## config.mk

```make
export PLATFORM = sky130hd
export DESIGN_NAME = v2axi4s_top
export DESIGN_NICKNAME = d
export VERILOG_FILES = /design/src/hdl/v2axis_pkg.sv /design/src/hdl/line_fifo.sv /design/src/hdl/pixel_packer.sv /design/src/hdl/stream_out.sv /design/src/hdl/v2axi4s_top.sv
export SDC_FILE = /design/constraint.sdc
export NUM_CORES = 1
export LEC_CHECK = 0
export BUFFER_PORTS_ARGS = -buffer_cell sky130_fd_sc_hd__buf_2
export CORE_UTILIZATION = 40
export CTS_CLUSTER_DIAMETER = 60
export DETAILED_ROUTE_END_ITERATION = 10
export SLEW_MARGIN = 20
export SYNTH_ARGS = -nofsm -noshare
export SYNTH_HDL_FRONTEND = slang
export SYNTH_HIERARCHICAL = 1
export SYNTH_SLANG_ARGS = --single-unit
```

## constraint.sdc

```tcl
create_clock -name aclk -period 7.5 [get_ports aclk]
set_clock_uncertainty 0.05 [all_clocks]
set_input_delay 0.75 -clock aclk [delete_from_list [all_inputs] [get_ports aclk]]
set_output_delay 0.75 -clock aclk [all_outputs]
set_load 0.01 [all_outputs]
```

## src/hdl/v2axis_pkg.sv

```systemverilog
//----------------------------------------------------------------------------
// video to AXI4-Stream shared definitions
// widths, FIFO sizing and the word formats passed between the packer,
// the line FIFO and the stream output stage
//----------------------------------------------------------------------------
`default_nettype none

package v2axis_pkg;

   //-------------------------------------------------------------------------
   // widths and sizes
   //-------------------------------------------------------------------------
   localparam int PXDW        = 10;                // pixel width
   localparam int PX_PER_WORD = 3;                 // PAD mode, 3 pixels per word
   localparam int QUE_DW      = PXDW * PX_PER_WORD;
   localparam int AODW        = 32;                // tdata width
   localparam int FIFO_DEP    = 16;
   localparam int FIFO_AW     = 4;
   localparam int NFULL_LVL   = 14;                // near-full threshold
   localparam int PKC_DW      = 2;                 // slot counter width

   //-------------------------------------------------------------------------
   // bundles
   //-------------------------------------------------------------------------
   // native video input, one pixel per clock
   typedef struct packed {
      logic            fstr;
      logic            hstr;
      logic            hend;
      logic            href;
      logic [PXDW-1:0] pdat;
   } vid_in_t;

   // one queued word, framing flags travel with the pixels
   typedef struct packed {
      logic              sof;
      logic              sol;
      logic              eol;
      logic [QUE_DW-1:0] data;
   } que_word_t;

   // tuser side band
   typedef struct packed {
      logic sof;
      logic sol;
      logic eol;
   } axis_user_t;

endpackage

`default_nettype wire

```

## src/hdl/line_fifo.sv

```systemverilog
//----------------------------------------------------------------------------
// line FIFO
// single clock FIFO between packer and stream output, read word is
// registered one cycle after pop, with full, near-full and empty status
//----------------------------------------------------------------------------
`timescale 1ns/1ps
`default_nettype none

module line_fifo (
   input  wire logic                   i_aclk,
   input  wire logic                   i_aresetn,
   input  wire logic                   i_push,
   input  wire v2axis_pkg::que_word_t  i_wdata,
   input  wire logic                   i_pop,
   output v2axis_pkg::que_word_t       o_rdata,
   output logic                        o_full,
   output logic                        o_empty,
   output logic                        o_nfull
);

   localparam int CNT_W = v2axis_pkg::FIFO_AW + 1;

   v2axis_pkg::que_word_t               mem [v2axis_pkg::FIFO_DEP];

   logic [v2axis_pkg::FIFO_AW-1:0]      wr_ptr;
   logic [v2axis_pkg::FIFO_AW-1:0]      rd_ptr;
   logic [CNT_W-1:0]                    fill;        // words stored

   logic                                wr_en;
   logic                                rd_en;

   assign wr_en   = i_push & ~o_full;               // push while full dropped
   assign rd_en   = i_pop & ~o_empty;

   assign o_full  = (fill == CNT_W'(v2axis_pkg::FIFO_DEP));
   assign o_empty = (fill == '0);
   assign o_nfull = (fill >= CNT_W'(v2axis_pkg::NFULL_LVL));

   //-------------------------------------------------------------------------
   // pointers and fill level
   //-------------------------------------------------------------------------
   always_ff @(posedge i_aclk) begin
      if (!i_aresetn) begin
         wr_ptr <= '0;
         rd_ptr <= '0;
         fill   <= '0;
      end else begin
         if (wr_en)
            wr_ptr <= wr_ptr + 1'b1;               // wraps at depth
         if (rd_en)
            rd_ptr <= rd_ptr + 1'b1;

         case ({wr_en, rd_en})
            2'b10:   fill <= fill + 1'b1;
            2'b01:   fill <= fill - 1'b1;
            default: fill <= fill;
         endcase
      end
   end

   //-------------------------------------------------------------------------
   // storage
   //-------------------------------------------------------------------------
   always_ff @(posedge i_aclk) begin
      if (wr_en)
         mem[wr_ptr] <= i_wdata;
      if (rd_en)
         o_rdata <= mem[rd_ptr];                  // valid the cycle after pop
   end

endmodule

`default_nettype wire

```

## src/hdl/pixel_packer.sv

```systemverilog
//----------------------------------------------------------------------------
// pixel packer
// gates whole frames with the input enable, packs three 10-bit pixels
// per word (top bits left zero), flushes a partial word at line end and
// writes each word with its sof/sol/eol flags into the line FIFO
//----------------------------------------------------------------------------
`timescale 1ns/1ps
`default_nettype none

module pixel_packer (
   input  wire logic                   i_aclk,
   input  wire logic                   i_aresetn,
   input  wire v2axis_pkg::vid_in_t    i_vid,
   input  wire logic                   i_vin_en,
   input  wire logic                   i_full,
   output logic                        o_push,
   output v2axis_pkg::que_word_t       o_word
);

   logic                                frm_en;     // current frame accepted
   logic                                sof_pend;   // first word of frame not yet out
   logic                                sol_pend;   // word in progress holds hstr pixel
   logic [v2axis_pkg::PKC_DW-1:0]       pkt_cnt;    // next free slot
   logic [v2axis_pkg::QUE_DW-1:0]       px_acc;     // word under construction
   logic [v2axis_pkg::QUE_DW-1:0]       acc_nxt;

   logic                                pix_in;
   logic                                last_slot;
   logic                                word_done;

   assign pix_in    = i_vid.href & frm_en;
   assign last_slot = (pkt_cnt == v2axis_pkg::PKC_DW'(v2axis_pkg::PX_PER_WORD - 1));
   assign word_done = pix_in & (last_slot | i_vid.hend);

   //-------------------------------------------------------------------------
   // slot insert
   //-------------------------------------------------------------------------
   // slot 0 starts a fresh word, so unfilled slots of a flushed word are zero
   always_comb begin
      acc_nxt = (pkt_cnt == '0) ? '0 : px_acc;
      for (int k = 0; k < v2axis_pkg::PX_PER_WORD; k++) begin
         if (pkt_cnt == v2axis_pkg::PKC_DW'(k))
            acc_nxt[k*v2axis_pkg::PXDW +: v2axis_pkg::PXDW] = i_vid.pdat;
      end
   end

   //-------------------------------------------------------------------------
   // control
   //-------------------------------------------------------------------------
   always_ff @(posedge i_aclk) begin
      if (!i_aresetn) begin
         frm_en   <= 1'b0;
         sof_pend <= 1'b0;
         sol_pend <= 1'b0;
         pkt_cnt  <= '0;
         o_push   <= 1'b0;
      end else begin
         o_push <= word_done & ~i_full;           // word lost when FIFO full

         if (i_vid.fstr) begin
            frm_en   <= i_vin_en;                 // sampled once per frame
            sof_pend <= 1'b1;
            sol_pend <= 1'b0;
            pkt_cnt  <= '0;
         end else if (pix_in) begin
            if (word_done) begin
               pkt_cnt  <= '0;
               sol_pend <= 1'b0;
               sof_pend <= 1'b0;
            end else begin
               pkt_cnt  <= pkt_cnt + 1'b1;
               sol_pend <= sol_pend | i_vid.hstr;
            end
         end
      end
   end

   //-------------------------------------------------------------------------
   // payload
   //-------------------------------------------------------------------------
   always_ff @(posedge i_aclk) begin
      if (pix_in)
         px_acc <= acc_nxt;

      if (word_done) begin
         o_word.data <= acc_nxt;
         o_word.sof  <= sof_pend;
         o_word.sol  <= sol_pend | i_vid.hstr;
         o_word.eol  <= i_vid.hend;
      end
   end

endmodule

`default_nettype wire

```

## src/hdl/stream_out.sv

```systemverilog
//----------------------------------------------------------------------------
// AXI4-Stream output stage
// pops the line FIFO, keeps up to two words in a hold queue while tready
// is low and drives tdata, tvalid, tlast and tuser from one output register
//----------------------------------------------------------------------------
`timescale 1ns/1ps
`default_nettype none

module stream_out (
   input  wire logic                     i_aclk,
   input  wire logic                     i_aresetn,
   input  wire logic                     i_empty,
   input  wire v2axis_pkg::que_word_t    i_rdata,
   output logic                          o_pop,
   input  wire logic                     i_tready,
   output logic [v2axis_pkg::AODW-1:0]   o_tdata,
   output logic                          o_tvalid,
   output logic                          o_tlast,
   output v2axis_pkg::axis_user_t        o_tuser
);

   localparam int QDEP = 2;                         // hold queue entries

   v2axis_pkg::que_word_t   out_q;                  // output register
   v2axis_pkg::que_word_t   hold_q [QDEP];          // hold queue, entry 0 is head
   logic [1:0]              q_cnt;
   logic                    rd_vld;                 // FIFO read word lands this cycle

   logic                    out_free;
   logic                    take_q;
   logic                    take_rd;
   logic                    push_q;
   logic [1:0]              wr_pos;
   logic [2:0]              occ;

   //-------------------------------------------------------------------------
   // flow control
   //-------------------------------------------------------------------------
   assign out_free = ~o_tvalid | i_tready;          // empty or transferring
   assign take_q   = out_free & (q_cnt != 2'd0);    // queue keeps ordering
   assign take_rd  = out_free & (q_cnt == 2'd0) & rd_vld;
   assign push_q   = rd_vld & ~take_rd;
   assign wr_pos   = q_cnt - {1'b0, take_q};

   // output reg + queue + word in flight, pop only while room for one more
   assign occ   = {2'b00, o_tvalid} + {1'b0, q_cnt} + {2'b00, rd_vld};
   assign o_pop = ~i_empty & (occ < 3'(QDEP + 1));

   always_ff @(posedge i_aclk) begin
      if (!i_aresetn) begin
         rd_vld <= 1'b0;
         q_cnt  <= 2'd0;
      end else begin
         rd_vld <= o_pop;
         q_cnt  <= q_cnt + {1'b0, push_q} - {1'b0, take_q};
      end
   end

   //-------------------------------------------------------------------------
   // hold queue
   //-------------------------------------------------------------------------
   always_ff @(posedge i_aclk) begin
      if (take_q)
         hold_q[0] <= hold_q[1];                  // shift toward head
      if (push_q)
         hold_q[wr_pos[0]] <= i_rdata;            // after shift, wins on entry 0
   end

   //-------------------------------------------------------------------------
   // output register
   //-------------------------------------------------------------------------
   always_ff @(posedge i_aclk) begin
      if (!i_aresetn) begin
         o_tvalid <= 1'b0;
         out_q    <= '0;
      end else begin
         if (take_q) begin
            out_q    <= hold_q[0];
            o_tvalid <= 1'b1;
         end else if (take_rd) begin
            out_q    <= i_rdata;                  // bypass when queue empty
            o_tvalid <= 1'b1;
         end else if (out_free) begin
            o_tvalid <= 1'b0;
         end
      end
   end

   // pixels zero-extended, top bits always zero in PAD mode
   assign o_tdata     = {{(v2axis_pkg::AODW - v2axis_pkg::QUE_DW){1'b0}}, out_q.data};
   assign o_tuser.sof = out_q.sof;
   assign o_tuser.sol = out_q.sol;
   assign o_tuser.eol = out_q.eol;
   assign o_tlast     = out_q.eol;                // packet = one line

endmodule

`default_nettype wire

```

## src/hdl/v2axi4s_top.sv

```systemverilog
//----------------------------------------------------------------------------
// video to AXI4-Stream master, top level
// packer -> line FIFO -> stream output, all on aclk
//----------------------------------------------------------------------------
`timescale 1ns/1ps
`default_nettype none

module v2axi4s_top (
   input  wire logic                          aclk,
   input  wire logic                          aresetn,
   input  wire logic                          i_fstr,
   input  wire logic                          i_hstr,
   input  wire logic                          i_hend,
   input  wire logic                          i_href,
   input  wire logic                          i_vin_en,
   input  wire logic [v2axis_pkg::PXDW-1:0]   i_pdat,
   output logic      [v2axis_pkg::AODW-1:0]   o_tdata,
   output logic                               o_tvalid,
   output logic                               o_tlast,
   output logic      [2:0]                    o_tuser,   // {sof, sol, eol}
   input  wire logic                          i_tready,
   output logic                               o_fifo_nfull,
   output logic                               o_fifo_empty
);

   v2axis_pkg::vid_in_t     vid;
   v2axis_pkg::que_word_t   wr_word;
   v2axis_pkg::que_word_t   rd_word;
   logic                    push;
   logic                    pop;
   logic                    fifo_full;

   assign vid = '{fstr: i_fstr, hstr: i_hstr, hend: i_hend, href: i_href, pdat: i_pdat};

   pixel_packer u_packer (
      .i_aclk    (aclk),
      .i_aresetn (aresetn),
      .i_vid     (vid),
      .i_vin_en  (i_vin_en),
      .i_full    (fifo_full),
      .o_push    (push),
      .o_word    (wr_word)
   );

   line_fifo u_fifo (
      .i_aclk    (aclk),
      .i_aresetn (aresetn),
      .i_push    (push),
      .i_wdata   (wr_word),
      .i_pop     (pop),
      .o_rdata   (rd_word),
      .o_full    (fifo_full),
      .o_empty   (o_fifo_empty),
      .o_nfull   (o_fifo_nfull)
   );

   stream_out u_stream (
      .i_aclk    (aclk),
      .i_aresetn (aresetn),
      .i_empty   (o_fifo_empty),
      .i_rdata   (rd_word),
      .o_pop     (pop),
      .i_tready  (i_tready),
      .o_tdata   (o_tdata),
      .o_tvalid  (o_tvalid),
      .o_tlast   (o_tlast),
      .o_tuser   (o_tuser)
   );

endmodule

`default_nettype wire

```

==> results of run 1 <==
==> placed cells by master, fill, tap and decap left out, types with 4 or more instances in the layout <==
cell type / instances
a21boi_0: 21
a21boi_1: 12
a21oi_1: 4
a22o_1: 18
a22oi_1: 99
and2_1: 11
buf_2: 54
buf_4: 29
clkbuf_1: 22
clkbuf_16: 81
clkbuf_8: 6
clkinv_1: 9
clkinv_2: 12
dfxtp_1: 54
edfxtp_1: 690
ha_1: 15
inv_1: 8
mux2_1: 29
mux2_2: 14
mux2i_1: 6
mux4_2: 132
nand2_1: 82
nand2b_1: 7
nand3_1: 6
nor2_1: 4
nor2_4: 13
nor2b_1: 5
nor3_2: 5
o21ai_0: 4
xnor2_1: 9
==> kinds of logic (layout without fill, tap and decap cells) <==
kind of cell | Yosys count | after routing | synth area share [%]
simple gates | 152 | 152 | 2.54
other cells | 1 | 4 | 0.0133
flops | 746 | 746 | 77.6
mux | 181 | 181 | 12.5
xor+xnor | 9 | 9 | 0.280
fa+ha+maj | 17 | 17 | 0.809
compound gates | 174 | 174 | 4.83
buf+inv | 84 | 225 | 1.49
==> path summary, 6_finish.rpt <==
check,slack (ns),end
min,0.32,u_packer/o_word[30]
min reg2reg,0.43,u_stream/hold_q[1][24]
max,3.54,u_fifo/fill[3]
max reg2reg,3.54,u_fifo/fill[3]
==> registers in the layout (all words and copies together), names as in the netlist <==
name and cells:
u_fifo/fill 5, u_fifo/mem 528, u_fifo/o_rdata 33, u_fifo/rd_ptr 4, u_fifo/wr_ptr 4, u_packer/frm_en 1
u_packer/o_push 1, u_packer/o_word 33, u_packer/pkt_cnt 2, u_packer/px_acc 30, u_packer/sof_pend 1, u_packer/sol_pend 1
u_stream/hold_q 66, u_stream/o_tdata 30, u_stream/o_tlast 1, u_stream/o_tuser 2, u_stream/o_tvalid 1, u_stream/q_cnt 2
u_stream/rd_vld 1
==> through the flow <==
| step | total power [uW] | instances | area, um2 |
|---|---|---|---|
| after floorplan | 5050 | 1365 | 28200 |
| after global placement | 5220 | 2304 | 29600 |
| after detailed placement | 5230 | 2304 | 29600 |
| after CTS | 8840 | 2437 | 32000 |
| after global routing | 9040 | 2437 | 32000 |
| final | 8740 | 2439 | 32000 |
==> metal layers <==
layer | wire length, um | share of wire, %
met1 | 27100 | 44
met5 | 30 | 0.048
met2 | 30100 | 48
met4 | 1170 | 1.9
met3 | 3860 | 6.2
==> power breakdown <==
group	internal, uW	total (uW)	switching, uW
Clock	2120	3620	1490
Sequential	4650	4720	72.3
Combinational	159	406	247
==> final cells by class <==
class	count	area [um2]
sequential	746	21800
multi-input combinational	535	6060
clock inverter	24	184
inverter	8	30.0
timing repair buffer	84	508
fill	5824	37200
tap	931	1160
antenna	2	5.00
clock buffer	109	2190
==> qor.csv, run 1 <==
stage,metric,value,unit
job,maxCapViolations,0,
setup_path,arrival,4.45,ns
routing,wl,62.3,mm
power,p_per_area,273,mW/mm2
final_layout,layout.nets,1485,
setup_path,cp_num_buf_inv,2,
power,p_leak,0.0101,uW
setup_path,r2r_cells,12,
cts,clock_sinks,746,
setup_path,crit_cells,12,
yosys,syn_avg_cell_area,20.6,um2
cts,h-tree-depth,3,
die,num_rows,96,
timing,setup_ws,3.54,ns
routing,via_per_inst,5.49,
global_routing,grt_antenna_before_repair,7,
yosys,synth_edf_count,690,
global_routing,grt_overflow,0,
setup_path,cp_slowest_stage_delay,0.60,ns
setup_path,crit_fanout,34,
cts,cts_hold_buf,0,
status,outcome,finished clean,
yosys,yosysMostFrequentCell,edfxtp_1,
yosys,ys.flop_type,edfxtp_1,
die,start_util,40.7,%
global_routing,grt_pass1_wl,92.5,mm
cts,cts_inserted_buffers,75,
yosys,synthTopCellsByCount,"edfxtp_1 (690), mux4_2 (132), a22oi_1 (99)",
final_layout,fin_util,46.2,%
die,core_area,0.0692,mm2
yosys,synth.area.top_cells,"edfxtp_1 (74%), mux4_2 (11%), dfxtp_1 (4.0%)",
timing,rsz0062_at_grt,false,
setup_path,required,7.99,ns
yosys,synth.ff_latch_count,746,
cts,cts_setup_buffers,0,
die,die_x,267,um
setup_path,cpLargestDelayFamily,adder cells,
min_path,whs_path_depth,1,
setup_path,cp_common_cell,ha_1,
yosys,async_flop_share,0,%
cts,root_buffer,clkbuf_16,
yosys,synth.distinct_cells,56,
final_layout,drive_gt1_share,24.6,%
setup_path,end_kind,flip-flop,
die,die_h,267,um
timing,finalCriticalPeriod,3.96,ns
power,vdd_drop_max,186,uV
setup_path,startpoint_type,flip-flop,
yosys,syn_inst,1364,
placement,io_buffers,54,
cts,clkTransAtPathRegs,0.06,ns
global_routing,track_usage,17.9,%
routing,drc_errors,0,
yosys,yosysWarnings,6,
cts,cts_tree,built,
die,die-area,0.0715,mm2
final_layout,area_growth_syn_to_layout,13.6,%
timing,fmax,0.253,GHz
setup_path,worstPathCellList,fa_1 > ha_1 > a211oi_1 > o21ai_4 > inv_1 > buf_4 > ha_1 > ha_1 > a21o_2 > a21oi_1 > or4b_2 > nand3_1,
timing,setup_viol,0,
placement,hpwl,33.0,mm
global_routing,grt_max_degree,92,
global_routing,busiest_layer,met2,
timing,slew_violations,0,
global_routing,met1_usage,25.0,%
yosys,netlist.area_leader.share,73.6,%
min_path,hp-start,i_hend,
cts,postCtsResizedCells,0,
die,ios,57,
cts,clk_latency,0.61,ns
min_path,hp-class,in2reg,
timing,tns,0,ns
timing,tightest_slew,1.03,ns
timing,hold_violations,0,
timing,timing.hold.ws,0.317,ns
placement,place_ws,3.52,ns
routing,drtIter0Drc,1304,
setup_path,crit_type,reg2reg,
yosys,ys_seq_area_share,77.6,%
setup_path,cpMaxStageDelayCell,a211oi_1,
placement,routabilityCongestion,0.724,
routing,drt-pass1-iter-count,5,
global_routing,use_met2,28.8,%
routing,wl_per_cell,25.5,um
routing,ant_nets,0,
routing,vias,13400,
timing,post-route-period-util,52.8,%
global_routing,met3_usage,3.74,%
yosys,netlist_area,0.0282,mm2
timing,maxSlewHeadroom,31.2,%
cts,clockBufferDepth,3,
setup_path,regToRegStartpoint,u_stream/q_cnt[0],
yosys,synth_top_area_cell,edfxtp_1,
global_routing,grt_pass1_vias,13800,
setup_path,setup.worst_path.start,u_stream/q_cnt[0],
Power figures use the tool's default switching activity.
==> inputs of run 2 (changes only) <==
ABC_AREA = 1   (was not set)
clock period = 3.6 ns   (was 7.5 ns; I/O delays follow)
==> run 2 against run 1 <==
  * Combinational power grew to 13 times the previous value
  * Worst setup slack got worse by 2.9 ns
  * Clock power grew 130%
  * Critical path type unchanged
  * Highest routed layer is now met4
==> qor.csv, run 2 <==
stage,metric,value,unit
status,outcome,finished clean,
power,p_sw_share,30.5,%
die,die-area,0.0799,mm2
final_layout,area_growth_syn_to_layout,12.7,%
yosys,syn_avg_cell_area,10.7,um2
power,combPwrFrac,21.5,%
cts,postCtsResizedCells,0,
global_routing,track_usage,18.6,%
yosys,netlist.area_leader.share,65.7,%
yosys,synth_top_area_cell,edfxtp_1,
min_path,hp-class,in2reg,
yosys,synth_edf_count,690,
yosys,yosys.area_share.simple,20.2,%
final_layout,mostFrequentLayoutCell,nand2_1,
final_layout,reg_top3,"u_fifo/mem (528), u_stream/hold_q (66)",
setup_path,crit_fanout,6,
global_routing,grt_overflow,0,
min_path,whs_path_depth,3,
routing,drc_errors,0,
routing,wl_met2,32.9,mm
die,die_x,283,um
cts,cts_setup_buffers,0,
die,start_util,40.6,%
global_routing,grt_pass1_vias,18800,
cts,cts_hold_buf,4,
final_layout,fin_util,45.7,%
routing,drt-pass1-iter-count,6,
global_routing,grt_antenna_before_repair,1,
setup_path,r2r_cells,14,
yosys,synthXorXnorAreaFrac,0.167,%
setup_path,arrival,3.36,ns
placement,io_buffers,54,
die,num_rows,102,
cts,cts_inserted_buffers,79,
routing,drt-met1-wl,33.0,mm
final_layout,layout.nets,3019,
cts,root_buffer,clkbuf_16,
yosys,ys.flop_type,edfxtp_1,
yosys,syn_inst,2945,
final_layout,final_cell_mix,"nand2_1 (937), edfxtp_1 (690), inv_1 (474), nand3_1 (459), clkbuf_16 (82)",
power,p_leak,0.0148,uW
setup_path,crit_type,reg2reg,
final_layout,largest_reg_flops,528,
timing,fmax,0.343,GHz
placement,routabilityCongestion,0.781,
placement,place_area,0.0328,mm2
yosys,synth.distinct_cells,35,
final_layout,postLayoutCellArea,0.0355,mm2
routing,vias,19800,
timing,setup_ws,0.684,ns
cts,clockBufferDepth,3,
die,core_area,0.0777,mm2
routing,wl,72.7,mm
timing,tightest_slew,1.05,ns
cts,h-tree-depth,3,
routing,dr_wl_met3,5.38,mm
yosys,yosysWarnings,6,
routing,via_per_inst,4.83,
timing,hold_violations,0,
global_routing,grt_pass1_wl,113,mm
power,p_per_area,689,mW/mm2
timing,slew_violations,0,
yosys,synthMuxAreaShare,0,%
cts,clock_sinks,746,
setup_path,reg2reg_slack,0.68,ns
yosys,synth_fa_ha_area_share,0.723,%
placement,place_ws,0.697,ns
yosys,ys_seq_area_share,69.3,%
cts,cts_tree,built,
power,p_int,17000,uW
timing,tns,0,ns
timing,maxSlewHeadroom,29.7,%
die,ios,57,
yosys,synth.area.top_cells,"edfxtp_1 (66%), nand2_1 (11%), nand3_1 (7.3%)",
setup_path,end_kind,flip-flop,
yosys,synth-compound-area-share,0.850,%
setup_path,required,4.05,ns
yosys,synth_top_family_by_area,simple AND/OR/NAND/NOR gates,
yosys,synthTopCellsByCount,"nand2_1 (937), edfxtp_1 (690), inv_1 (476)",
power,netSwitchingPower,7460,uW
power,vdd_drop_max,428,uV
job,maxCapViolations,0,
timing,rsz0062_at_grt,false,
setup_path,startpoint_type,flip-flop,
yosys,yosysMostFrequentCell,nand2_1,
setup_path,regToRegStartpoint,u_stream/q_cnt[0],
min_path,hp-start,i_fstr,
cts,clkTransAtPathRegs,0.06,ns
final_layout,regMostFlops,u_fifo/mem,
die,die_h,283,um
yosys,netlist_area,0.0315,mm2
power,clockPowerShare,34.2,%
routing,wl_per_cell,17.8,um
yosys,async_flop_share,0,%
routing,top_layer_used,met4,
power,power_frac_seq,44.3,%
setup_path,setup.worst_path.start,u_stream/q_cnt[0],
timing,setup_viol,0,
final_layout,drive_gt1_share,8.85,%
global_routing,grt_max_degree,178,
final_layout,antennaDiodeCount,0,
routing,ant_nets,0,
min_path,hold_path_end,u_packer/sof_pend,
routing,drtIter0Drc,1563,
placement,hpwl,41.2,mm
setup_path,reg2reg_to,u_fifo/fill[3],
timing,finalCriticalPeriod,2.92,ns
cts,clk_latency,0.62,ns
yosys,synth.ff_latch_count,746,
timing,post-route-period-util,81.0,%
==> run 2: cell count changes after synthesis, moves of 18 or more <==
| cell | delta |
|---|---|
| mux2_1 | -29 |
| a21boi_0 | -21 |
| mux4_2 | -132 |
| a22oi_1 | -99 |
| buf_6 | +28 |
| a22o_1 | -18 |
| nor2_1 | +28 |
| nand4_1 | +32 |
| inv_1 | +468 |
| buf_2 | +42 |
| nand2_1 | +855 |
| nand3_1 | +453 |
| o21ai_0 | +37 |
==> run 2: worst max-delay path: stages, from the launching register on <==
cell	delay, ns
dfxtp_1	0.38
fa_1	0.42
ha_1	0.29
nand2_1	0.05
nand2_1	0.08
inv_1	0.06
nand2_1	0.13
clkinv_1	0.10
ha_1	0.28
ha_1	0.34
or2_2	0.31
nand3_1	0.08
nand2_1	0.04
o21ai_0	0.15
inv_1	0.05
==> run 2: metal layers <==
| metal | vias up | global-route usage, % |
|---|---|---|
| met5 | - | 0 |
| met4 | 0 | 4.63 |
| met3 | 105 | 3.63 |
| met2 | 603 | 29.2 |
| met1 | 9366 | 26.6 |
| li1 | 9696 | - |
==> run 2: area by class of cell <==
| cell class | instances | area [um2] |
|---|---|---|
| repair buffers | 104 | 781 |
| fillers | 7033 | 42200 |
| clock inverters | 48 | 509 |
| multi-input cells | 1571 | 7060 |
| inverters | 482 | 1820 |
| flip-flops and latches | 746 | 21900 |
| well taps | 1040 | 1300 |
| clock buffers | 99 | 2200 |
==> run 2: kinds of logic after synthesis <==
| family | Yosys count |
|---|---|
| simple gates | 1494 |
| flops | 746 |
| buf+inv | 629 |
| compound gates | 52 |
| fa+ha+maj | 17 |
| xor+xnor | 6 |
| other cells | 1 |
==> run 2: per-stage QoR <==
stage	std cells	power [uW]	hold slack, ns
final	4090	24500	0.0610
after global routing	4090	25800	0.0749
after CTS	4090	24700	0.0360
after detailed placement	3939	16300	0.388
after global placement	3939	16300	0.386
after floorplan	2946	14900	0.379
==> run 2: power by group through the flow <==
stage | clock network (uW) | logic [uW] | registers (uW)
after floorplan | 0 | 3960 | 10900
after global placement | 0 | 5250 | 11000
after detailed placement | 0 | 5300 | 11000
after CTS | 8550 | 5320 | 10900
after global routing | 8880 | 5990 | 10900
final | 8380 | 5250 | 10800
==> run 2: worst max-delay path by stage <==
stage	end	cells after the start
6_report	u_fifo/fill[3]	14
5_1_grt	u_fifo/fill[3]	14
4_1_cts	u_fifo/fill[3]	14
3_5_place_dp	u_fifo/fill[3]	14
3_3_place_gp	u_fifo/fill[3]	14
2_1_floorplan	u_fifo/fill[3]	14
